**config.mk**
```make
export PLATFORM = sky130hd
export DESIGN_NAME = cam_binarize
export DESIGN_NICKNAME = d
export VERILOG_FILES = /design/src/hw/cam_pkg.sv /design/src/hw/cam_binarize.sv
export VERILOG_INCLUDE_DIRS = /design/src /design/src/include
export SDC_FILE = /design/constraint.sdc
export NUM_CORES = 1
export LEC_CHECK = 0
export ABC_AREA = 1
export BUFFER_PORTS_ARGS = -buffer_cell sky130_fd_sc_hd__buf_2
export CORE_ASPECT_RATIO = 1.5
export CORE_UTILIZATION = 54
export CTS_CLUSTER_DIAMETER = 60
export DETAILED_ROUTE_END_ITERATION = 8
export GPL_TIMING_DRIVEN = 0
export PLACE_DENSITY = 0.85
export SLEW_MARGIN = 20
export SYNTH_ARGS = -nofsm -noshare
export SYNTH_HDL_FRONTEND = slang
export SYNTH_SLANG_ARGS = --single-unit
```
**constraint.sdc**
```tcl
create_clock -name clk_pixel -period 4.13 [get_ports clk_pixel]
set_input_delay 0.826 -clock clk_pixel [delete_from_list [all_inputs] [get_ports clk_pixel]]
set_output_delay 0.826 -clock clk_pixel [all_outputs]
set_load 0.01 [all_outputs]
```
**src/include/qr_params.svh**
```systemverilog
`ifndef QR_PARAMS_SVH
`define QR_PARAMS_SVH

// stored window, a square cut from the 640x480 camera frame
`define QR_WIDTH  480
`define QR_HEIGHT 480

// one bit per stored pixel
`define QR_DEPTH  230400

// frame address, enough for QR_DEPTH entries
`define QR_ADDR_W 18

// census counters, each can reach QR_DEPTH
`define QR_CNT_W  18

// frame store read latency in cycles
// address register plus output register
`define QR_RAM_LAT 2

`endif

```
**src/hw/cam_pkg.sv**
```systemverilog
`include "qr_params.svh"

package cam_pkg;

  // raw 5-6-5 camera pixel, red in the top bits
  typedef struct packed {
    logic [4:0] red;
    logic [5:0] green;
    logic [4:0] blue;
  } rgb565_t;

  typedef logic [10:0] hcount_t;  // column, camera is 640 wide
  typedef logic [9:0]  vcount_t;  // row, camera is 480 tall

  // one recovered camera beat with its position
  typedef struct packed {
    logic    valid;   // single-cycle strobe per pixel
    rgb565_t px;
    hcount_t hcount;
    vcount_t vcount;
  } cam_px_t;

  // row * QR_WIDTH + column
  typedef logic [`QR_ADDR_W-1:0] fb_addr_t;

endpackage

```
**src/hw/cam_binarize.sv**
```systemverilog
`timescale 1ns/10ps
`include "qr_params.svh"

module cam_binarize
  import cam_pkg::*;
(
  input  logic       clk_pixel,
  input  logic       sys_rst,
  input  cam_px_t    cam_in,     // recovered camera beat
  input  logic [7:0] threshold,  // gray split level
  input  logic       freeze,     // stored frame is held
  output logic       wr_en,      // write strobe into frame store
  output fb_addr_t   wr_addr,
  output logic       wr_bit      // 1 white, 0 black
);

  logic [7:0] red8;
  logic [7:0] green8;
  logic [7:0] blue8;
  logic [9:0] gray_sum;   // r + 2g + b, max 1000

  logic       s1_vld;     // beat lands inside the 480x480 window
  logic [7:0] s1_gray;
  hcount_t    s1_hcount;  // column in step with the gray value
  vcount_t    s1_vcount;

  // fill each channel up to 8 bits
  assign red8   = {cam_in.px.red, 3'b000};
  assign green8 = {cam_in.px.green, 2'b00};
  assign blue8  = {cam_in.px.blue, 3'b000};

  assign gray_sum = {2'b00, red8} + {1'b0, green8, 1'b0} + {2'b00, blue8};

  // stage one, gray and window test
  always_ff @(posedge clk_pixel) begin
    if (sys_rst) begin
      s1_vld <= 1'b0;
    end else begin
      s1_vld <= cam_in.valid && (cam_in.hcount < `QR_WIDTH) && (cam_in.vcount < `QR_HEIGHT);
    end
  end

  always_ff @(posedge clk_pixel) begin
    s1_gray   <= gray_sum[9:2];  // divide by four
    s1_hcount <= cam_in.hcount;
    s1_vcount <= cam_in.vcount;
  end

  // stage two, threshold, address, strobe
  always_ff @(posedge clk_pixel) begin
    if (sys_rst) begin
      wr_en <= 1'b0;
    end else begin
      wr_en <= s1_vld && !freeze;  // frozen beats are dropped
    end
  end

  always_ff @(posedge clk_pixel) begin
    wr_bit  <= (s1_gray > threshold);  // strictly above is white
    wr_addr <= fb_addr_t'(s1_vcount) * fb_addr_t'(`QR_WIDTH) + fb_addr_t'(s1_hcount);
  end

  // row and column limits keep every write inside the store
  a_wr_in_range: assert property (@(posedge clk_pixel) disable iff (sys_rst)
    wr_en |-> (wr_addr < `QR_DEPTH));

endmodule

```
Word level (Yosys, flattened, before mapping)
Cells that the tools add are included.

operators by class
  $mul = 1
  add/sub/neg operators = 3
  magnitude comparators = 3
  multiplexer cells = 0
  reduce and logical (&&, ||, !) cells = 4
  bitwise gates (word level) = 0
  divide/modulo/power cells = 0
  equality and inequality tests = 0
  shift operators = 0

operators by type and width
  operator                                                      number
  adder 18 x 11 -> 18 bit                                       1
  multiplier 10 x 4 -> 13 bit (second input constant)           1
  less-than comparator 11 x 9 -> 1 bit (second input constant)  1
  adder 10 x 8 -> 10 bit                                        1
  adder 8 x 9 -> 10 bit                                         1
  less-than comparator 10 x 9 -> 1 bit (second input constant)  1
  greater-than comparator 8 bit                                 1
  logical AND 1 bit                                             3
  zero test 1 bit                                               1

word-level totals
  bits in read-only memories = 0
  logic and storage cells = 18
  output and inout port bits = 20
  memories = 0
  latch bits = 0
  bits of input ports = 49
  RAM bits = 0
  register bits = 50

Depth between registers and ports, before layout
  word-level depth = 3
  mapped depth = 21
  gate-level depth less buffers = 21

Worst setup path before layout
Ideal clock, no wire load.

  kind = flip-flop to flip-flop
  start = register s1_vcount[1]
  end = register wr_addr[17]
  library setup time = 112 ps
  slack = 686 ps
  buffers on the path = 0
  clock period less this slack = 3444 ps
  required time = 4018 ps
  stages on the path, launching flop included = 19
  arrival time = 3332 ps
  cell sequence = dfxtp_1 inv_1 fa_1 fa_1 inv_1 ha_1 or2_1 nand2_1 xnor2_1 ha_1 nand2_4 nor3b_2 nor2_1 nor2_4 nand2_4 nor2_4 nand2_1 nand2_1 nand2_1

on the way
  word-level cells in the longest chain between the ends = 2

ends and longest elaborated chain
  what                         line                RTL
  start: declaration           cam_binarize.sv:25  vcount_t s1_vcount;
  start signal: assignment     cam_binarize.sv:46  s1_vcount <= cam_in.vcount;
  multiplier 10 x 4 -> 13 bit  cam_binarize.sv:60  wr_addr <= fb_addr_t'(s1_vcount) * fb_addr_t'(`QR_WIDTH) + fb_addr_t'(s1_hcount);
  adder 18 x 11 -> 18 bit      cam_binarize.sv:60
  end signal: assignment       cam_binarize.sv:60
  end: declaration             cam_binarize.sv:13  output fb_addr_t wr_addr,

No other way between the ends.
A chain may end at the register's enable or synchronous reset.

Worst setup path after layout
  start = register s1_vcount[2]
  end = register wr_addr[17]

Same word-level chain as after synthesis.

==> impl_metrics.csv <==
group,metric,value,unit
synth,synth_area_leaders,"dfxtp_1 (33%), fa_1 (16%), ha_1 (14%)",
sta,rsz0062_at_grt,"no",
synth,ys_warn_count,0,
cts,tritoncts,"yes",
cts,h-tree-depth,2,
cts,cts-root-buf,"clkbuf_8",
synth,synth-seq-cells,49,
die,die_y,93.5,µm
global_routing,grt_pass1_wl,9.75,mm
global_routing,grt_max_degree,15,
setup_path,rr_startpoint,"s1_vcount[2]",
sta,post-route-min-period,3740,ps
setup_path,path_class,"reg -> reg",
synth,syn_nets,451,
synth,ys_async_sr_fraction,0,%
die,pin_count,69,
min_path,min-delay-start,"s1_hcount[2]",
synth,synth_cells,345,
setup_path,critPathMaxFanout,6,
cells_and_area,syn2layout_area_growth,17.6,%
routing,drt-total-wl,5.64,mm
sta,finalSetupViolCount,0,
run_status,status,"finished, final reports clean",
setup_path,startpoint,"s1_vcount[2]",
routing,vias,2381,
routing,initialDrtViolationCount,63,
die,num_rows,33,
cts,cts-buffers-inserted,5,
die,dieArea,5890,µm²
placement,gp_congestion,0.802,
sta,post-route-period-util,90.6,%
min_path,whs_path_depth,0,
setup_path,r2r_cells,18,
routing,wire_per_inst,11.5,µm
global_routing,track_usage,21.1,%
synth,syn_area,3010,µm²
cells_and_area,fill_cells,452,
min_path,hp-class,"reg -> reg",
placement,dp_cells,483,
run,drv_cap,0,
synth,synth_area_leader_cell,"dfxtp_1",
pwr,power_density,521,nW/µm²
sta,slew_viol_final,0,
setup_path,cp-end-kind,"flop",
sta,max_slew_margin,73.6,%
placement,placed_area,3440,µm²
sta,clock-skew-final,7.24,ps
routing,antenna_left,0,
cts,clk_latency,300,ps
pwr,peakVddDrop,0.336,mV
global_routing,first_global_vias,2528,
cts,post_cts_resized,0,
routing,drt_pass1_iterations,4,
routing,drcViolationCount,0,
sta,fmax,0.267,GHz
routing,vias_per_cell,4.86,
setup_path,reg2reg_to,"wr_addr[17]",
cells_and_area,num_antenna_cells,0,
synth,synth_edf_count,0,
cells_and_area,final_nets,526,
sta,worst_pin_slew,394,ps
cts,clock_path_buffers,2,
min_path,hold-path-endpoint,"wr_addr[2]",
placement,io_buffers,68,
cts,cts-hold-fix-buffers,0,
pwr,total_leakage_power,0.00197,µW
placement,dp_hpwl,4.65,mm
sta,worst_hold_slack,328,ps
setup_path,cp-start-kind,"flop",
synth,yosysSeqAreaShare,32.5,%
synth,synth_flop_cell,"dfxtp_1",
cts,clk_pin_slew,90,ps
synth,postSynthAreaPerCell,8.74,µm²
synth,ys_types,30,
setup_path,crit_required,4330,ps
die,core_area,5410,µm²
setup_path,crit_arrival,3940,ps
cts,clock-sinks,49,
sta,hold_viol,0,
cts,cts_setup_buffers,0,
cells_and_area,drive_gt1_share,21.9,%
sta,fin_setup_tns,0,ps
setup_path,rrSetupSlack,390,ps
global_routing,antenna_found_initial,0,
global_routing,grt-ovfl-total,0,
synth,synth_top_cell_area_share,32.5,%
cells_and_area,design_area,3550,µm²
cells_and_area,instances_no_fill,490,
die,start_util,55.7,%
die,die_x,63,µm
-- cell usage in the layout, fill, tap and decap left out, types with 9 or more instances in the layout --
cell     synthesis  routed
buf_2            0      68
dfxtp_1         49      49
nand2_1         68      68
nor2_1          13      13
inv_1           79      79
ha_1            33      33
a21oi_1         13      13
nand3_1         12      12
fa_1            24      24
xnor2_1          9       9
-- power breakdown --
part	internal [µW]	total (µW)	switching (µW)
logic	378	923	545
registers	574	596	21.8
clock network	176	330	153
-- area by class of cell --
class | count | area, µm² | area share (%)
repair buffers | 68 | 340 | 9.60
clock buffers | 5 | 68.8 | 1.94
flip-flops and latches | 49 | 981 | 27.7
well taps | 70 | 87.6 | 2.47
multi-input cells | 214 | 1730 | 48.7
inverters | 82 | 308 | 8.68
clock inverters | 2 | 35.0 | 0.988
-- cells in the mapped netlist, drive strengths merged (2+ instances only) --
cell,count
a21oi,13
a31oi,2
clkinv,2
dfxtp,49
fa,24
ha,33
inv,80
nand2,78
nand3,14
nand3b,2
nand4,4
nor2,16
nor3b,2
nor4,2
o21ai,2
or2,2
xnor2,9
xor2,5
-- state kept, by name, summed over array words and instances, names as in the netlist --
signal     flops
s1_gray        7
s1_hcount     11
s1_vcount     10
s1_vld         1
wr_addr       18
wr_bit         1
wr_en          1
-- worst max-delay path, stage by stage, from the launching register on --
cell and delay [ps]:
dfxtp_1 380, inv_1 100, fa_1 490, fa_1 520
inv_1 40, ha_1 370, or2_1 290, nand2_1 110
xnor2_1 80, ha_1 390, nand2_4 70, nor3b_2 200
nor2_1 100, nor2_4 140, nand2_4 70, nor2_4 130
nand2_1 70, nand2_1 60, nand2_1 40
-- routing by layer --
metal / wire, µm / vias up / track usage, %
li1: - / 1190 / -
met1: 1900 / 1104 / 18.4
met2: 3380 / 71 / 43.5
met3: 235 / 16 / 4.39
met4: 125 / 0 / 10.5
met5: 0 / - / 0
-- kinds of logic (layout without fill, tap and decap cells) --
| group | Yosys count | count (layout) | share of synthesized area (%) |
|---|---|---|---|
| buffers and inverters | 82 | 157 | 10.2 |
| XOR/XNOR | 14 | 14 | 4.07 |
| flip-flops | 49 | 49 | 32.5 |
| adder cells (fa/ha/maj) | 57 | 57 | 29.6 |
| AO/OA/AOI/OAI | 21 | 21 | 3.90 |
| AND/OR/NAND/NOR | 122 | 122 | 19.6 |
-- per-stage QoR --
| stage | util (%) | worst slack, ps | total power (µW) |
|---|---|---|---|
| 6_report | 65.6 | 389 | 1850 |
| 5_1_grt | 65.6 | 178 | 2020 |
| 4_1_cts | 65.6 | 391 | 1860 |
| 3_5_place_dp | 63.6 | 407 | 1530 |
| 3_3_place_gp | 63.6 | 467 | 1480 |
| 2_1_floorplan | - | 686 | 1310 |
-- worst max path at each step --
stage                   to  slack [ps]  cells after the start
2_1_floorplan  wr_addr[17]         690                     18
3_3_place_gp   wr_addr[17]         470                     18
3_5_place_dp   wr_addr[17]         410                     18
4_1_cts        wr_addr[17]         390                     18
5_1_grt        wr_addr[17]         180                     18
6_report       wr_addr[17]         390                     18
Note: power is estimated with default switching activity, not from simulation.
