==> config.mk <==
export PLATFORM = sky130hd
export DESIGN_NAME = pixel_census
export DESIGN_NICKNAME = d
export VERILOG_FILES = /design/src/hw/cam_pkg.sv /design/src/hw/decode_pkg.sv /design/src/hw/pixel_census.sv
export VERILOG_INCLUDE_DIRS = /design/src /design/src/include
export SDC_FILE = /design/constraint.sdc
export NUM_CORES = 1
export LEC_CHECK = 0
export ABC_CLOCK_PERIOD_IN_PS = 3880
export BUFFER_PORTS_ARGS = -buffer_cell sky130_fd_sc_hd__buf_2
export CAP_MARGIN = 5
export CORE_MARGIN = 3
export CORE_UTILIZATION = 60
export CTS_BUF_LIST = sky130_fd_sc_hd__clkbuf_4 sky130_fd_sc_hd__clkbuf_8
export DETAILED_ROUTE_END_ITERATION = 7
export PLACE_DENSITY = 0.85
export SLEW_MARGIN = 20
export SYNTH_ARGS = -nofsm -noshare
export SYNTH_HDL_FRONTEND = slang
export SYNTH_SLANG_ARGS = --single-unit
export TNS_END_PERCENT = 10
==> constraint.sdc <==
create_clock -name clk_pixel -period 3.88 [get_ports clk_pixel]
set_input_delay 0.776 -clock clk_pixel [delete_from_list [all_inputs] [get_ports clk_pixel]]
set_output_delay 0.776 -clock clk_pixel [all_outputs]
set_load 0.05 [all_outputs]
==> src/include/qr_params.svh <==
`ifndef QR_PARAMS_SVH
`define QR_PARAMS_SVH

// stored window, a square cut from the 640x480 camera frame
`define QR_WIDTH  480
`define QR_HEIGHT 480

// one bit per stored pixel
`define QR_DEPTH  230400

// frame address, enough for QR_DEPTH entries
`define QR_ADDR_W 18

// census counters, each can reach QR_DEPTH
`define QR_CNT_W  18

// frame store read latency in cycles
// address register plus output register
`define QR_RAM_LAT 2

`endif

==> src/hw/cam_pkg.sv <==
`include "qr_params.svh"

package cam_pkg;

  // raw 5-6-5 camera pixel, red in the top bits
  typedef struct packed {
    logic [4:0] red;
    logic [5:0] green;
    logic [4:0] blue;
  } rgb565_t;

  typedef logic [10:0] hcount_t;  // column, camera is 640 wide
  typedef logic [9:0]  vcount_t;  // row, camera is 480 tall

  // one recovered camera beat with its position
  typedef struct packed {
    logic    valid;   // single-cycle strobe per pixel
    rgb565_t px;
    hcount_t hcount;
    vcount_t vcount;
  } cam_px_t;

  // row * QR_WIDTH + column
  typedef logic [`QR_ADDR_W-1:0] fb_addr_t;

endpackage

==> src/hw/decode_pkg.sv <==
`include "qr_params.svh"

package decode_pkg;

  // top level decode progress
  typedef enum logic [1:0] {
    STREAMING = 2'd0,  // camera writes, display reads
    COUNTING  = 2'd1,  // census owns the read port
    FINISHED  = 2'd2   // result held until reset
  } decode_state_t;

  // census of the frozen frame
  typedef struct packed {
    logic [`QR_CNT_W-1:0] black_count;
    logic [`QR_CNT_W-1:0] white_count;
  } census_t;

  // one display pixel after the rotated lookup
  typedef struct packed {
    logic valid;  // point in window and port granted
    logic pixel;  // stored bit, 1 is white
  } disp_px_t;

endpackage

==> src/hw/pixel_census.sv <==
`timescale 1ns/10ps
`include "qr_params.svh"

module pixel_census
  import cam_pkg::*;
  import decode_pkg::*;
(
  input  logic     clk_pixel,
  input  logic     sys_rst,
  input  logic     census_start,    // one-cycle pulse from the FSM
  input  logic     rd_bit,          // frame store data
  output fb_addr_t census_rd_addr,  // scan address, one per cycle
  output logic     census_done,     // one-cycle pulse, counts final
  output census_t  census
);

  logic                   scanning;   // census_rd_addr holds a live address
  logic                   last_addr;  // final address of the frame
  logic [`QR_RAM_LAT-1:0] vld_pipe;   // rd_bit belongs to the scan
  logic [`QR_RAM_LAT-1:0] last_pipe;  // rd_bit is the final pixel

  assign last_addr = scanning && (census_rd_addr == fb_addr_t'(`QR_DEPTH - 1));

  // address walk 0 .. QR_DEPTH-1
  always_ff @(posedge clk_pixel) begin
    if (sys_rst) begin
      scanning       <= 1'b0;
      census_rd_addr <= '0;
    end else if (census_start) begin
      scanning       <= 1'b1;
      census_rd_addr <= '0;
    end else if (scanning) begin
      scanning       <= !last_addr;  // stop after the final address
      census_rd_addr <= census_rd_addr + 1'b1;
    end
  end

  // track each address through the read latency
  always_ff @(posedge clk_pixel) begin
    if (sys_rst) begin
      vld_pipe  <= '0;
      last_pipe <= '0;
    end else begin
      vld_pipe  <= {vld_pipe[`QR_RAM_LAT-2:0], scanning};
      last_pipe <= {last_pipe[`QR_RAM_LAT-2:0], last_addr};
    end
  end

  // counters
  always_ff @(posedge clk_pixel) begin
    if (sys_rst || census_start) begin
      census <= '0;
    end else if (vld_pipe[`QR_RAM_LAT-1]) begin
      if (rd_bit) begin
        census.white_count <= census.white_count + 1'b1;
      end else begin
        census.black_count <= census.black_count + 1'b1;
      end
    end
  end

  // done lands with the final count already in place
  always_ff @(posedge clk_pixel) begin
    if (sys_rst) begin
      census_done <= 1'b0;
    end else begin
      census_done <= last_pipe[`QR_RAM_LAT-1];
    end
  end

  // every address of the window was read and counted exactly once
  a_census_total: assert property (@(posedge clk_pixel) disable iff (sys_rst)
    census_done |-> (census.black_count + census.white_count == `QR_DEPTH));

endmodule

### Word-level counts from Yosys, hierarchy flattened

Cells that the tools add are included.

* eq/ne operators: 1
* reductions and logical operators: 6
* bitwise gates (word level): 1
* multiplexer cells: 2
* add/subtract/negate cells: 3

Operators by type and width (count)
* adder 18 x 1 -> 18 bit, second input constant: 3
* == test 18 bit, second input constant: 1
* AND reduction 2 bit: 2
* 2-to-1 mux 1 bit: 2
* OR reduction 2 bit: 1
* logical AND 1 bit: 1
* zero test 1 bit: 1
* logical OR 1 bit: 1
* NOT 1 bit: 1

* bits of input ports: 4
* output and inout port bits: 55
* flip-flop bits (word level): 60
* word-level logic and storage cells: 20

### Logic depth before layout (Yosys ltp)

* depth in word-level cells: 5
* depth in mapped cells: 6
* mapped depth without buffers: 5

### Worst setup path after synthesis

Ideal clock, no wire load.

* path type: flip-flop to flip-flop
* start: register census[0] (netlist bit)
* end: register census[16] (netlist bit)
* arrival: 2.029 ns
* buffers on the path: 0
* data required time: 3.809 ns
* setup time: 0.071 ns
* stages on the path, launching flop included: 6
* clock period less this slack: 2.099 ns
* path slack: 1.781 ns
* cells stage by stage: dfxtp_1 -> ha_1 -> nand3_2 -> or4_4 -> or3_1 -> a21oi_1

* longest elaborated chain between the ends: 1

Ends and longest elaborated chain
* start, declared: line pixel_census.sv:14 `output census_t census`
* adder 18 x 1 -> 18 bit: line pixel_census.sv:55 `census.white_count <= census.white_count + 1'b1;`

No other way between the ends.
A chain may end at the register's enable or synchronous reset.

### Worst setup path in the final report

* start: register census_rd_addr[4]
* end: register census_rd_addr[17]

* longest elaborated chain between the ends: 1

Ends and longest elaborated chain
* start, declared: line pixel_census.sv:12 `output fb_addr_t census_rd_addr,`
* start signal, assigned: line pixel_census.sv:34 `census_rd_addr <= census_rd_addr + 1'b1;`
* adder 18 x 1 -> 18 bit: line pixel_census.sv:34

No other way between the ends.

==> results_dict.tcl <==
set metrics [dict create \
    drv_slew 0 \
    synth_cells 301 \
    drtIter0Drc 122 \
    synth_edf_count 0 \
    status "complete, no violations" \
    post_cts_buffers 0 \
    fin_total_pwr_mw 1.21 \
    ys_ff_latch 60 \
    critPathMaxFanout 9 \
    worst_pin_slew_ns 0.955 \
    tritoncts "yes" \
    critical_path_class "flop to flop" \
    row_count 23 \
    ys_seq_area_frac 0.456 \
    grt_pass1_wl_microns 9470 \
    antenna_found_initial 0 \
    gr-total-overflow 0 \
    grt_pass1_vias 2109 \
    first_pass_iters 4 \
    async_flop_share 0 \
    detailed_place_hpwl_microns 3880 \
    placed_cells 397 \
    yosys.area.top_type "dfxtp_1" \
    via_per_inst 5.79 \
    rr_startpoint "census_rd_addr[4]$_SDFFE_PP0P_" \
    die_area_sq_um 5220 \
    io_buffer_count 58 \
    synth_cell_types 34 \
    synthesis.nets 308 \
    min_path_type "flop to flop" \
    dieWidth_microns 72.2 \
    ctsHoldBuffers 0 \
    worstPathRequired_ns 4.10 \
    cts_buffers 9 \
    slew_headroom 0.363 \
    track_usage 0.230 \
    setup_viol 0 \
    fin_nets 365 \
    power.density_nw_per_um2 385 \
    syn-cell-area_sq_um 2630 \
    skew_ns 0.00784 \
    p_leak_nw 1.29 \
    fin_crit_sh 0.524 \
    routedWlPerCell_microns 13.9 \
    clk_pin_slew_ns 0.06 \
    start_util 0.640 \
    cts.path.max_buffers 2 \
    ys_dominant_reg_cell "dfxtp_1" \
    whs_endpoint "census_done$_SDFF_PP0_" \
    grt_start_max_net_pins 54 \
    vdd_drop_max_v 0.000267 \
    n_antenna_cell 0 \
    synth_top_area_frac 0.456 \
    drive_above_1_share 0.235 \
    root_buffer "clkbuf_8" \
    remaining_drc_errors 0 \
    gp_congestion 0.831 \
    worstPathArrival_ns 2.26 \
    htree_levels 3 \
    wirelength_microns 5690 \
    fin_setup_tns_ns 0 \
    max_freq_ghz 0.492 \
    min_period_ns 2.03 \
    insertion_delay_ns 0.33 \
    die_h_microns 72.2 \
    synth_warnings 0 \
    num_io_pins 59 \
    final_cells 411 \
    cts_resized 0 \
    r2r_cells 4 \
    rsz0062_at_grt "no" \
    hold_path_depth 1 \
    r2r_setup_slack_ns 1.85 \
    r2r-end "census_rd_addr[17]$_SDFFE_PP0P_" \
    avgSynthCellArea_sq_um 8.75 \
    core_sq_um 4120 \
    drv_cap 0 \
    netlist_top_cells_area "dfxtp_1, xnor2_1, nor2_1, nand2_1, nand4_1" \
    hold_start "last_pipe[1]$_SDFF_PP0_" \
    cts.sinks 60 \
    num_vias 2378 \
    startpoint_type "flop" \
    area_growth_syn_to_layout_pct 19.0 \
    antenna_violating_nets_post_route 0 \
    cp-end-kind "flop" \
    hold_viol 0 \
]
==> layout by cell type, fill, tap and decap left out, types with 3 or more instances in the layout <==
cell      synthesis  routed
and4_1            3       3
buf_2             1      58
nor4_1            9       9
a31o_2            5       5
and3_1            3       3
ha_1              3       3
clkbuf_8          0      11
nand2_1          26      26
xnor2_1          23      23
nor3_1           10      10
nor2b_1           4       4
or3_1             7       7
nand3_1           8       8
dfxtp_1          60      60
xor2_1           10      10
mux2i_1           3       3
inv_1             5       5
nor4_2            3       3
nand4_1          15      15
a21oi_1          12      12
a31oi_1           6       6
nor2_1           50      50
o21ai_0           6       6
a41o_1            6       6
==> Yosys cell counts, types with 7 or more instances <==
cell / n
a21oi_1: 12
clkbuf_1: 11
dfxtp_1: 60
nand2_1: 26
nand3_1: 8
nand4_1: 15
nor2_1: 50
nor3_1: 10
nor4_1: 9
or3_1: 7
xnor2_1: 23
xor2_1: 10
==> cells by family (layout without fill, tap and decap cells) <==
group / count (synthesis) / in the layout / share of synthesized area
adders and majority gates: 3 / 3 / 0.0143
xor gates and xnor gates: 33 / 33 / 0.110
buffers and inverters: 17 / 77 / 0.0247
DFF: 60 / 60 / 0.456
muxes: 3 / 3 / 0.0114
and+or+nand+nor: 149 / 149 / 0.292
AOI/OAI and AO/OA: 36 / 36 / 0.0913
==> worst max path at each step <==
stage	slack [ns]	startpoint	cells after the start	to
final	1.85	census_rd_addr[4]$_SDFFE_PP0P_	4	census_rd_addr[17]$_SDFFE_PP0P_
after global routing	1.66	census_rd_addr[4]$_SDFFE_PP0P_	4	census_rd_addr[17]$_SDFFE_PP0P_
after CTS	1.89	census_rd_addr[4]$_SDFFE_PP0P_	4	census_rd_addr[17]$_SDFFE_PP0P_
after detailed placement	1.59	rd_bit	5	census[32]$_SDFFE_PP0P_
after global placement	1.67	rd_bit	5	census[35]$_SDFFE_PP0P_
after floorplan	1.78	census[0]$_SDFFE_PP0P_	5	census[16]$_SDFFE_PP0P_
==> registers in the layout (all words and copies together) (netlist names) <==
| signal | flops |
|---|---|
| census | 36 |
| census_rd_addr | 18 |
| last_pipe | 2 |
| vld_pipe | 2 |
| census_done | 1 |
| scanning | 1 |
==> report_power, final <==
group	internal [mW]	switching, mW	total [mW]
Clock	0.331	0.222	0.552
Combinational	0.00862	0.0211	0.0297
Sequential	0.619	0.00538	0.625
Total	0.959	0.248	1.21
==> area by class of cell <==
class	count	area, sq um
clock buffer	12	159
inverter	5	18.8
sequential	60	1200
tap	50	62.6
multi-input combinational	224	1370
timing repair buffer	58	290
fill	293	982
clock inverter	2	35.0
==> critical path: stages, from the launching register on <==
cell     delay (ns)
dfxtp_1        0.44
nand4_1        0.34
nor4_1         0.73
a31oi_1        0.20
a41o_1         0.23
==> per-stage QoR <==
stage               instance area [sq um]  hold WS (ns)   util  setup slack [ns]
global placement                     2940         0.422  0.714              1.67
detailed placement                   2940         0.433  0.714              1.59
floorplan                            2630         0.414      -              1.78
finish                               3130         0.450  0.761              1.85
global route                         3130         0.462  0.761              1.66
CTS                                  3130         0.455  0.761              1.89
==> metal layers <==
layer | up-vias | track usage | routed length (microns)
li1 | 1175 | - | -
met4 | 0 | 0.102 | 76
met1 | 1129 | 0.291 | 2610
met2 | 66 | 0.373 | 2710
met5 | - | 0 | 0
met3 | 8 | 0.0540 | 298
(Power assumes the default switching activity.)
