`config.mk`:
```
export PLATFORM = sky130hd
export DESIGN_NAME = decode_ctrl
export DESIGN_NICKNAME = d
export VERILOG_FILES = /design/src/hw/cam_pkg.sv /design/src/hw/decode_pkg.sv /design/src/hw/decode_ctrl.sv
export VERILOG_INCLUDE_DIRS = /design/src /design/src/include
export SDC_FILE = /design/constraint.sdc
export NUM_CORES = 1
export LEC_CHECK = 0
export BUFFER_PORTS_ARGS = -buffer_cell sky130_fd_sc_hd__buf_2
export CORE_AREA = 2 2 85 87
export CTS_CLUSTER_DIAMETER = 80
export CTS_CLUSTER_SIZE = 24
export DETAILED_ROUTE_END_ITERATION = 6
export DIE_AREA = 0 0 87 89
export PLACE_DENSITY = 0.59
export SYNTH_ARGS = -nofsm -noshare
export SYNTH_HDL_FRONTEND = slang
export SYNTH_SLANG_ARGS = --single-unit
```
`constraint.sdc`:
```
create_clock -name clk_pixel -period 3.2 [get_ports clk_pixel]
set_clock_uncertainty 0.1 [all_clocks]
set_input_delay 0 -clock clk_pixel [delete_from_list [all_inputs] [get_ports clk_pixel]]
set_output_delay 0 -clock clk_pixel [all_outputs]
set_load 0.01 [all_outputs]
```
`src/include/qr_params.svh`:
```
`ifndef QR_PARAMS_SVH
`define QR_PARAMS_SVH

// stored window, a square cut from the 640x480 camera frame
`define QR_WIDTH  480
`define QR_HEIGHT 480

// one bit per stored pixel
`define QR_DEPTH  230400

// frame address, enough for QR_DEPTH entries
`define QR_ADDR_W 18

// census counters, each can reach QR_DEPTH
`define QR_CNT_W  18

// frame store read latency in cycles
// address register plus output register
`define QR_RAM_LAT 2

`endif

```
`src/hw/cam_pkg.sv`:
```
`include "qr_params.svh"

package cam_pkg;

  // raw 5-6-5 camera pixel, red in the top bits
  typedef struct packed {
    logic [4:0] red;
    logic [5:0] green;
    logic [4:0] blue;
  } rgb565_t;

  typedef logic [10:0] hcount_t;  // column, camera is 640 wide
  typedef logic [9:0]  vcount_t;  // row, camera is 480 tall

  // one recovered camera beat with its position
  typedef struct packed {
    logic    valid;   // single-cycle strobe per pixel
    rgb565_t px;
    hcount_t hcount;
    vcount_t vcount;
  } cam_px_t;

  // row * QR_WIDTH + column
  typedef logic [`QR_ADDR_W-1:0] fb_addr_t;

endpackage

```
`src/hw/decode_pkg.sv`:
```
`include "qr_params.svh"

package decode_pkg;

  // top level decode progress
  typedef enum logic [1:0] {
    STREAMING = 2'd0,  // camera writes, display reads
    COUNTING  = 2'd1,  // census owns the read port
    FINISHED  = 2'd2   // result held until reset
  } decode_state_t;

  // census of the frozen frame
  typedef struct packed {
    logic [`QR_CNT_W-1:0] black_count;
    logic [`QR_CNT_W-1:0] white_count;
  } census_t;

  // one display pixel after the rotated lookup
  typedef struct packed {
    logic valid;  // point in window and port granted
    logic pixel;  // stored bit, 1 is white
  } disp_px_t;

endpackage

```
`src/hw/decode_ctrl.sv`:
```
`timescale 1ns/10ps

module decode_ctrl
  import cam_pkg::*;
  import decode_pkg::*;
(
  input  logic       clk_pixel,
  input  logic       sys_rst,
  input  logic       capture,         // hold the current frame
  input  logic       start,           // begin the census
  input  logic       census_done,
  input  census_t    census,
  input  fb_addr_t   disp_rd_addr,
  input  fb_addr_t   census_rd_addr,
  output logic       freeze,          // blocks camera writes
  output logic       disp_grant,
  output logic       census_start,    // one-cycle pulse
  output fb_addr_t   rd_addr,         // shared frame store read port
  output census_t    census_out,
  output logic       census_valid,
  output logic [2:0] stage_led        // one-hot per state
);

  decode_state_t state;

  // FSM, FINISHED is left only through reset
  always_ff @(posedge clk_pixel) begin
    if (sys_rst) begin
      state        <= STREAMING;
      census_start <= 1'b0;
    end else begin
      census_start <= 1'b0;
      case (state)
        STREAMING: begin
          if (capture && start) begin
            state        <= COUNTING;
            census_start <= 1'b1;  // fires once on entry
          end
        end
        COUNTING: begin
          if (census_done) begin
            state <= FINISHED;
          end
        end
        default: state <= state;  // FINISHED holds
      endcase
    end
  end

  // result latch
  always_ff @(posedge clk_pixel) begin
    if (sys_rst) begin
      census_out   <= '0;
      census_valid <= 1'b0;
    end else if (census_done) begin
      census_out   <= census;
      census_valid <= 1'b1;
    end
  end

  assign freeze     = capture || (state != STREAMING);
  assign disp_grant = (state != COUNTING);  // display reads except during the scan

  // read port mux, census wins while counting
  assign rd_addr = (state == COUNTING) ? census_rd_addr : disp_rd_addr;

  always_comb begin
    case (state)
      STREAMING: stage_led = 3'b001;
      COUNTING:  stage_led = 3'b010;
      FINISHED:  stage_led = 3'b100;
      default:   stage_led = 3'b000;
    endcase
  end

  // census never finishes outside its own scan
  a_done_in_counting: assert property (@(posedge clk_pixel) disable iff (sys_rst)
    census_done |-> (state == COUNTING));

endmodule

```
* After elaboration in Yosys (flattened, before gate mapping)
Index checks and enable logic that the tools add are counted.
** Cells by class
- Mux-type cells :: 6
- Reductions and logical operators :: 7
- Bitwise operators :: 1
- Eq/ne operators :: 5
** Operator list (number)
- $mux 18 :: 1
- $pmux 3 s3 :: 1
- $mux 2 :: 2
- $ne 2x2->1 const B :: 2
- $pmux 2 s2 :: 1
- $reduce_bool 2->1 :: 2
- $reduce_and 3->1 :: 1
- $eq 2x1->1 const B :: 1
- $eq 2x2->1 const B :: 1
- $logic_not 2->1 :: 1
- $ne 2x1->1 const B :: 1
- $reduce_or 2->1 :: 1
- $logic_and 1x1->1 :: 1
- $logic_or 1x1->1 :: 1
- $mux 1 :: 1
- $not 1->1 :: 1
** Word-level totals
- Output and inout port bits :: 61
- Bits of input ports :: 77
- Logic and storage cells :: 24
- Flip-flop bits (word level) :: 40

* Logic depth before layout (Yosys ltp)
Gate-level depths: netlist (run 1).
- Word-level depth :: 3
- Gate-level depth with buffers :: 5
- Gate-level depth less buffers :: 3

* Worst setup path before layout (run 1)
Ideal clock, no wire load.
- Path kind :: reg-to-output
- Start point :: reg state[0]
- End point :: out rd_addr[10]
- Path buffers :: 1
- Arrival time :: 1020 ps
- Cell stages (with the launch flop) :: 4
- Required time :: 3100 ps
- Slack :: 2080 ps
- Cell sequence :: dfxtp_1 > nor2b_4 > buf_6 > mux2_4
** Between the ends
- Word-level cells in the longest chain between the ends :: 2
** Ends and longest elaborated chain
- start: declaration :: line decode_ctrl.sv:24 : decode_state_t state;
- start signal: assignment :: line decode_ctrl.sv:45 : default: state <= state;
- $eq 2x1->1 :: line decode_ctrl.sv:65 : assign rd_addr = (state == COUNTING) ? census_rd_addr : disp_rd_addr;
- $mux 18 :: line decode_ctrl.sv:65
- end: declaration :: line decode_ctrl.sv:18 : output fb_addr_t rd_addr,
Every way passes these cells.

* Worst setup path after layout (run 1)
- Start point :: reg state[0]
- End point :: out rd_addr[9]
Same word-level chain as after synthesis.

==> results of run 1 <==
[cells in the final DEF, fill, tap and decap left out, drive strengths merged]
cell | netlist | layout
mux2 | 18 | 18
and2b | 1 | 1
nand3 | 1 | 1
a21oi | 2 | 2
or3 | 1 | 1
clkbuf | 4 | 7
nor2 | 41 | 41
dlygate4sd3 | 0 | 38
o21ai | 1 | 1
nor2b | 1 | 1
bufinv | 0 | 1
inv | 2 | 2
buf | 7 | 137
dfxtp | 40 | 40
mux2i | 36 | 36
[per-stage QoR]
step	area, µm²	setup WS (ps)	std cells
after floorplan	1730	2080	155
after CTS	2940	1250	407
final	2940	1280	407
after detailed placement	2430	1590	361
after global placement	2430	1620	361
after global routing	2940	1160	407
[power by group]
part	leakage [nW]	switching (mW)	internal [mW]
registers	0.330	0.0149	0.527
logic	1.18	0.112	0.156
clock network	0.0645	0.173	0.275
[cell families (layout without fill, tap and decap cells)]
kind of cell | count (synthesis) | count (layout) | synth area share, %
AO/OA/AOI/OAI | 3 | 3 | 0.869
buffers and inverters | 13 | 185 | 5.29
flip-flops | 40 | 40 | 46.4
multiplexers | 54 | 54 | 36.5
AND/OR/NAND/NOR | 45 | 45 | 10.9
[routing by layer]
layer	track usage, %	up-vias	routed length, µm
li1	-	853	-
met1	12.1	722	1870
met2	21.7	97	2330
met3	3.69	5	552
met4	3.41	0	46
met5	0	-	0
[area by class of cell]
cell class / count / area share (%)
timing repair buffer: 175 / 36.3
multi-input combinational: 102 / 28.4
sequential: 40 / 27.3
inverter: 2 / 0.256
clock inverter: 1 / 1.02
tap: 80 / 3.41
clock buffer: 7 / 3.28
[flip-flops by register name, summed over array words and instances, names as in the netlist]
name / cells
census_out: 36
census_start: 1
census_valid: 1
state: 2
[path summary, 6_finish.rpt]
check	startpoint	to	depth (start not counted)
setup reg to reg	state[1]$_SDFFE_PP0P_	state[0]$_SDFFE_PP0P_	4
hold / removal	sys_rst	census_out[1]$_SDFFE_PP0P_	2
setup / recovery	state[0]$_SDFFE_PP0P_	rd_addr[9]	3
hold reg to reg	census_valid$_SDFFE_PP0P_	census_valid$_SDFFE_PP0P_	2
==> metrics.yaml, run 1 <==
clock_network:
  htree_levels: 2
  cts_buffers: 5
  root_buffer: "clkbuf_8"
  clk_latency_ps: 280
  cts_tree: "yes"
  post_cts_buffers: 0
  ctsResizeCount: 0
  cts_hold_buf: 38
  clk_pin_slew_ps: 80
  clock_sinks: 40
  clock_path_buffers: 2
sta:
  grt_setup_unrepaired: "no"
  period_share_pct: 60.0
  fin_crit_ps: 1920
  setup_viol: 0
  finalSetupTns_ps: 0
  slew_headroom_pct: 26.3
  worst_pin_slew_ps: 1110
  whs_ps: 162
  drv_slew: 0
  hold_violations: 0
  fmax_mhz: 520
synth:
  avgSynthCellArea_um2: 11.1
  syn_inst: 155
  yosys_register_bits: 40
  synth_commonest_cells: "nor2_1, dfxtp_1, mux2i_1, mux2_4, clkbuf_1"
  synthTopCellsByArea: "dfxtp_1, mux2i_1, mux2_4"
  synth_edf_count: 0
  synth_fp_nets: 232
  async_flop_share_pct: 0
  synthFlopType: "dfxtp_1"
  yosysMostFrequentCell: "nor2_1"
  synth_area_um2: 1730
  yosysSeqAreaShare_pct: 46.4
  yosysUniqueCellTypes: 16
  synth_top_area_share_pct: 46.4
  yosys.area.top_type: "dfxtp_1"
  synth_warnings: 0
die:
  row_count: 30
  dieArea_um2: 7740
  start_util_pct: 25.7
  core_um2: 6720
  die_x_um: 87
  die_h_um: 89
  io_pins: 138
critical_path:
  arrival_ps: 1820
  crit_chain: "nor2b_4, mux2_4, buf_2"
  path_max_fanout: 20
  critPathTopFamily: "simple AND/OR/NAND/NOR gates"
  cp_num_buf_inv: 1
  cp-end-kind: "primary output"
  crit_type: "reg2out"
  cpPeakStageDelay_ps: 640
  slowest_stage: "nor2b_4"
  required_ps: 3100
  startpoint_type: "flop"
  rrSetupSlack_ps: 1700
global_routing:
  grt_antenna_before_repair: 0
  grt-ovfl-total: 0
  grt_use_total_pct: 11.5
  first_global_vias: 1536
  grt_max_degree: 41
  grt_first_pass_wirelength_mm: 6.95
detailed_routing:
  viasPerCell: 4.12
  detail_route.wl_per_cell_um: 11.8
  route.detailed.drc: 0
  vias: 1677
  firstDrtPassIters: 2
  wirelength_mm: 4.80
  initialDrtViolationCount: 38
  route.antenna.remaining_nets: 0
power_and_ir_drop:
  cellLeakagePower_nw: 1.57
  ir_drop_mv: 0.264
  report.power.total_mw: 1.26
  power.density_nw_per_um2: 429
final_layout:
  n_antenna_cell: 0
  final_util_pct: 43.7
  layout-drive-gt1-share_pct: 50.8
  syn2layout_area_growth_pct: 70.0
  regArea_um2: 801
  nFillCells: 667
  multi_input_area_um2: 835
  nNetsFinal: 403
run:
  drv_cap: 0
worst_hold_path:
  hold_path.class: "in2reg"
place:
  portBuffers: 137
  dp_hpwl_mm: 3.29
  gp_congestion: 0.655
status:
  status: "completed"
(Power assumes the default switching activity.)
==> inputs of run 2 (changes only) <==
Settings changed: PLACE_DENSITY 0.59 to 0.61.
Clock period 3.2 ns to 1.7 ns, I/O delays scaled along.
==> run 2 against run 1 <==
Compared with the run above:
- final cell count grew 1.2%
- combinational power grew 91%
- critical endpoint is now rd_addr[16]
- via count grew 1.6%
- non-clock buffer count grew 5
- register-to-register slack lost 1500 ps
==> metrics.yaml, run 2 (synthesized netlist as in run 1, its figures left out) <==
critical_path:
  required_ps: 1600  # -1500 ps
  startpoint_type: "flop"
  path_max_fanout: 15  # -25%
  arrival_ps: 1440  # -380 ps
  cp-end-kind: "primary output"
  crit_type: "reg2out"
worst_hold_path:
  hold_path.class: "in2reg"
sta:
  worst_pin_slew_ps: 415  # -690 ps
  finalSetupTns_ps: 0  # unchanged
  grt_setup_unrepaired: "no"
  whs_ps: 130  # -31.6 ps
  period_share_pct: 90.8
  hold_violations: 0  # unchanged
  fin_crit_ps: 1540
  drv_slew: 0  # unchanged
  setup_viol: 0  # unchanged
  fmax_mhz: 648
  slew_headroom_pct: 72.3  # +46 points
power_and_ir_drop:
  internal-power_mw: 1.59  # +66%
  p_sw_share_pct: 25.9  # +2.1 points
  p_sw_mw: 0.555  # +86%
  ir_drop_mv: 0.378  # +43%
  power_frac_seq_pct: 47.6  # +4.5 points
  clockPowerShare_pct: 28.5  # -7.1 points
  power.density_nw_per_um2: 728  # +70%
  cellLeakagePower_nw: 1.58  # +0.41%
  p_comb_share_pct: 23.9  # +2.6 points
detailed_routing:
  firstDrtPassIters: 3  # +1
  detail_route.wl_per_cell_um: 11.2  # -4.7%
  wirelength_mm: 4.63  # -3.6%
  route.detailed.drc: 0  # unchanged
  initialDrtViolationCount: 29  # -24%
  vias: 1704  # +1.6%
  viasPerCell: 4.14  # +0.38%
  route.antenna.remaining_nets: 0  # unchanged
place:
  portBuffers: 137  # unchanged
  dp_hpwl_mm: 3.25  # -1.2%
  dpl_cell_area_um2: 2470  # +1.8%
  gp_congestion: 0.654  # -0.11%
die:
  die_x_um: 87  # unchanged
  io_pins: 138  # unchanged
  row_count: 30  # unchanged
  start_util_pct: 25.7  # unchanged
  die_h_um: 89  # unchanged
  core_um2: 6720  # unchanged
  dieArea_um2: 7740  # unchanged
final_layout:
  nNetsFinal: 408  # +1.2%
  layout_commonest_cell: "buf_2"
  syn2layout_area_growth_pct: 70.6
  layout-drive-gt1-share_pct: 51.2  # +0.44 points
  largest-register: "census_out"
  stdcell_area_um2: 2950  # +0.34%
  n_antenna_cell: 0  # unchanged
  final_util_pct: 43.8  # +0.15 points
  largest_register_ffs: 36  # unchanged
  final_cell_mix: "buf_2, nor2_1, dfxtp_1"
  top_regs: "census_out: 36 flops, state: 2 flops"
clock_network:
  clock_path_buffers: 2  # unchanged
  clk_latency_ps: 280  # about the same
  cts_buffers: 5  # unchanged
  htree_levels: 2  # unchanged
  root_buffer: "clkbuf_8"
  cts_tree: "yes"
  clock_sinks: 40  # unchanged
  clk_pin_slew_ps: 80  # about the same
global_routing:
  grt_antenna_before_repair: 0  # unchanged
  grt_use_total_pct: 11.5  # -0.024 points
  grt_max_degree: 41  # unchanged
  grt_first_pass_wirelength_mm: 7.07  # +1.8%
  first_global_vias: 1639  # +6.7%
  grt-ovfl-total: 0  # unchanged
run:
  drv_cap: 0  # unchanged
status:
  status: "completed"
==> run 2: area by class of cell <==
class / count / area [µm²]
clock buffers: 7 / 76.3
clock inverters: 1 / 8.76
fillers: 667 / 3770
inverters: 2 / 7.51
multi-input cells: 102 / 835
flip-flops and latches: 40 / 802
well taps: 80 / 100
repair buffers: 180 / 1120
==> run 2: worst paths after layout <==
| check | endpoint | cells past startpoint | start | slack, ps |
|---|---|---|---|---|
| worst max register to register | state[0]$_SDFFE_PP0P_ | 4 | state[1]$_SDFFE_PP0P_ | 220 |
| worst min-delay path | census_valid$_SDFFE_PP0P_ | 3 | sys_rst | 130 |
| worst min register to register | census_valid$_SDFFE_PP0P_ | 2 | census_valid$_SDFFE_PP0P_ | 370 |
| worst max-delay path | rd_addr[16] | 4 | state[0]$_SDFFE_PP0P_ | 160 |
==> run 2: power groups by stage <==
stage               Sequential [mW]  Clock [mW]  Combinational, mW
floorplan                      1.07           0              0.226
CTS                            1.02       0.654              0.516
global placement               1.04           0              0.440
finish                         1.02       0.611              0.512
detailed placement             1.04           0              0.447
global route                   1.03       0.689              0.560
==> run 2: routing by layer <==
| metal | part of all wire [%] | track usage [%] |
|---|---|---|
| met5 | 0 | 0 |
| met4 | 0.52 | 3.41 |
| met3 | 11 | 3.42 |
| met2 | 49 | 22.5 |
| met1 | 40 | 11.6 |
==> run 2: through the flow <==
stage / std cells / worst slack, ps / power (mW)
final: 412 / 157 / 2.14
after global routing: 412 / 74.7 / 2.28
after CTS: 412 / 82.8 / 2.19
after detailed placement: 365 / 264 / 1.49
after global placement: 365 / 302 / 1.48
after floorplan: 155 / 580 / 1.29
==> run 2: timing repair <==
item                                    4_1_cts  5_1_grt
hold buffers                                 38        0
pin swaps                                     0        0
endpoints found under the setup margin       14        2
hold endpoints to repair                     38        0
resized for setup                             0        1
setup buffers                                 1        0
==> run 2: critical path, stage by stage (launching register included) <==
cell and delay, ps:
dfxtp_2 360, nor2b_4 180, buf_12 170, mux2_4 310, buf_2 140
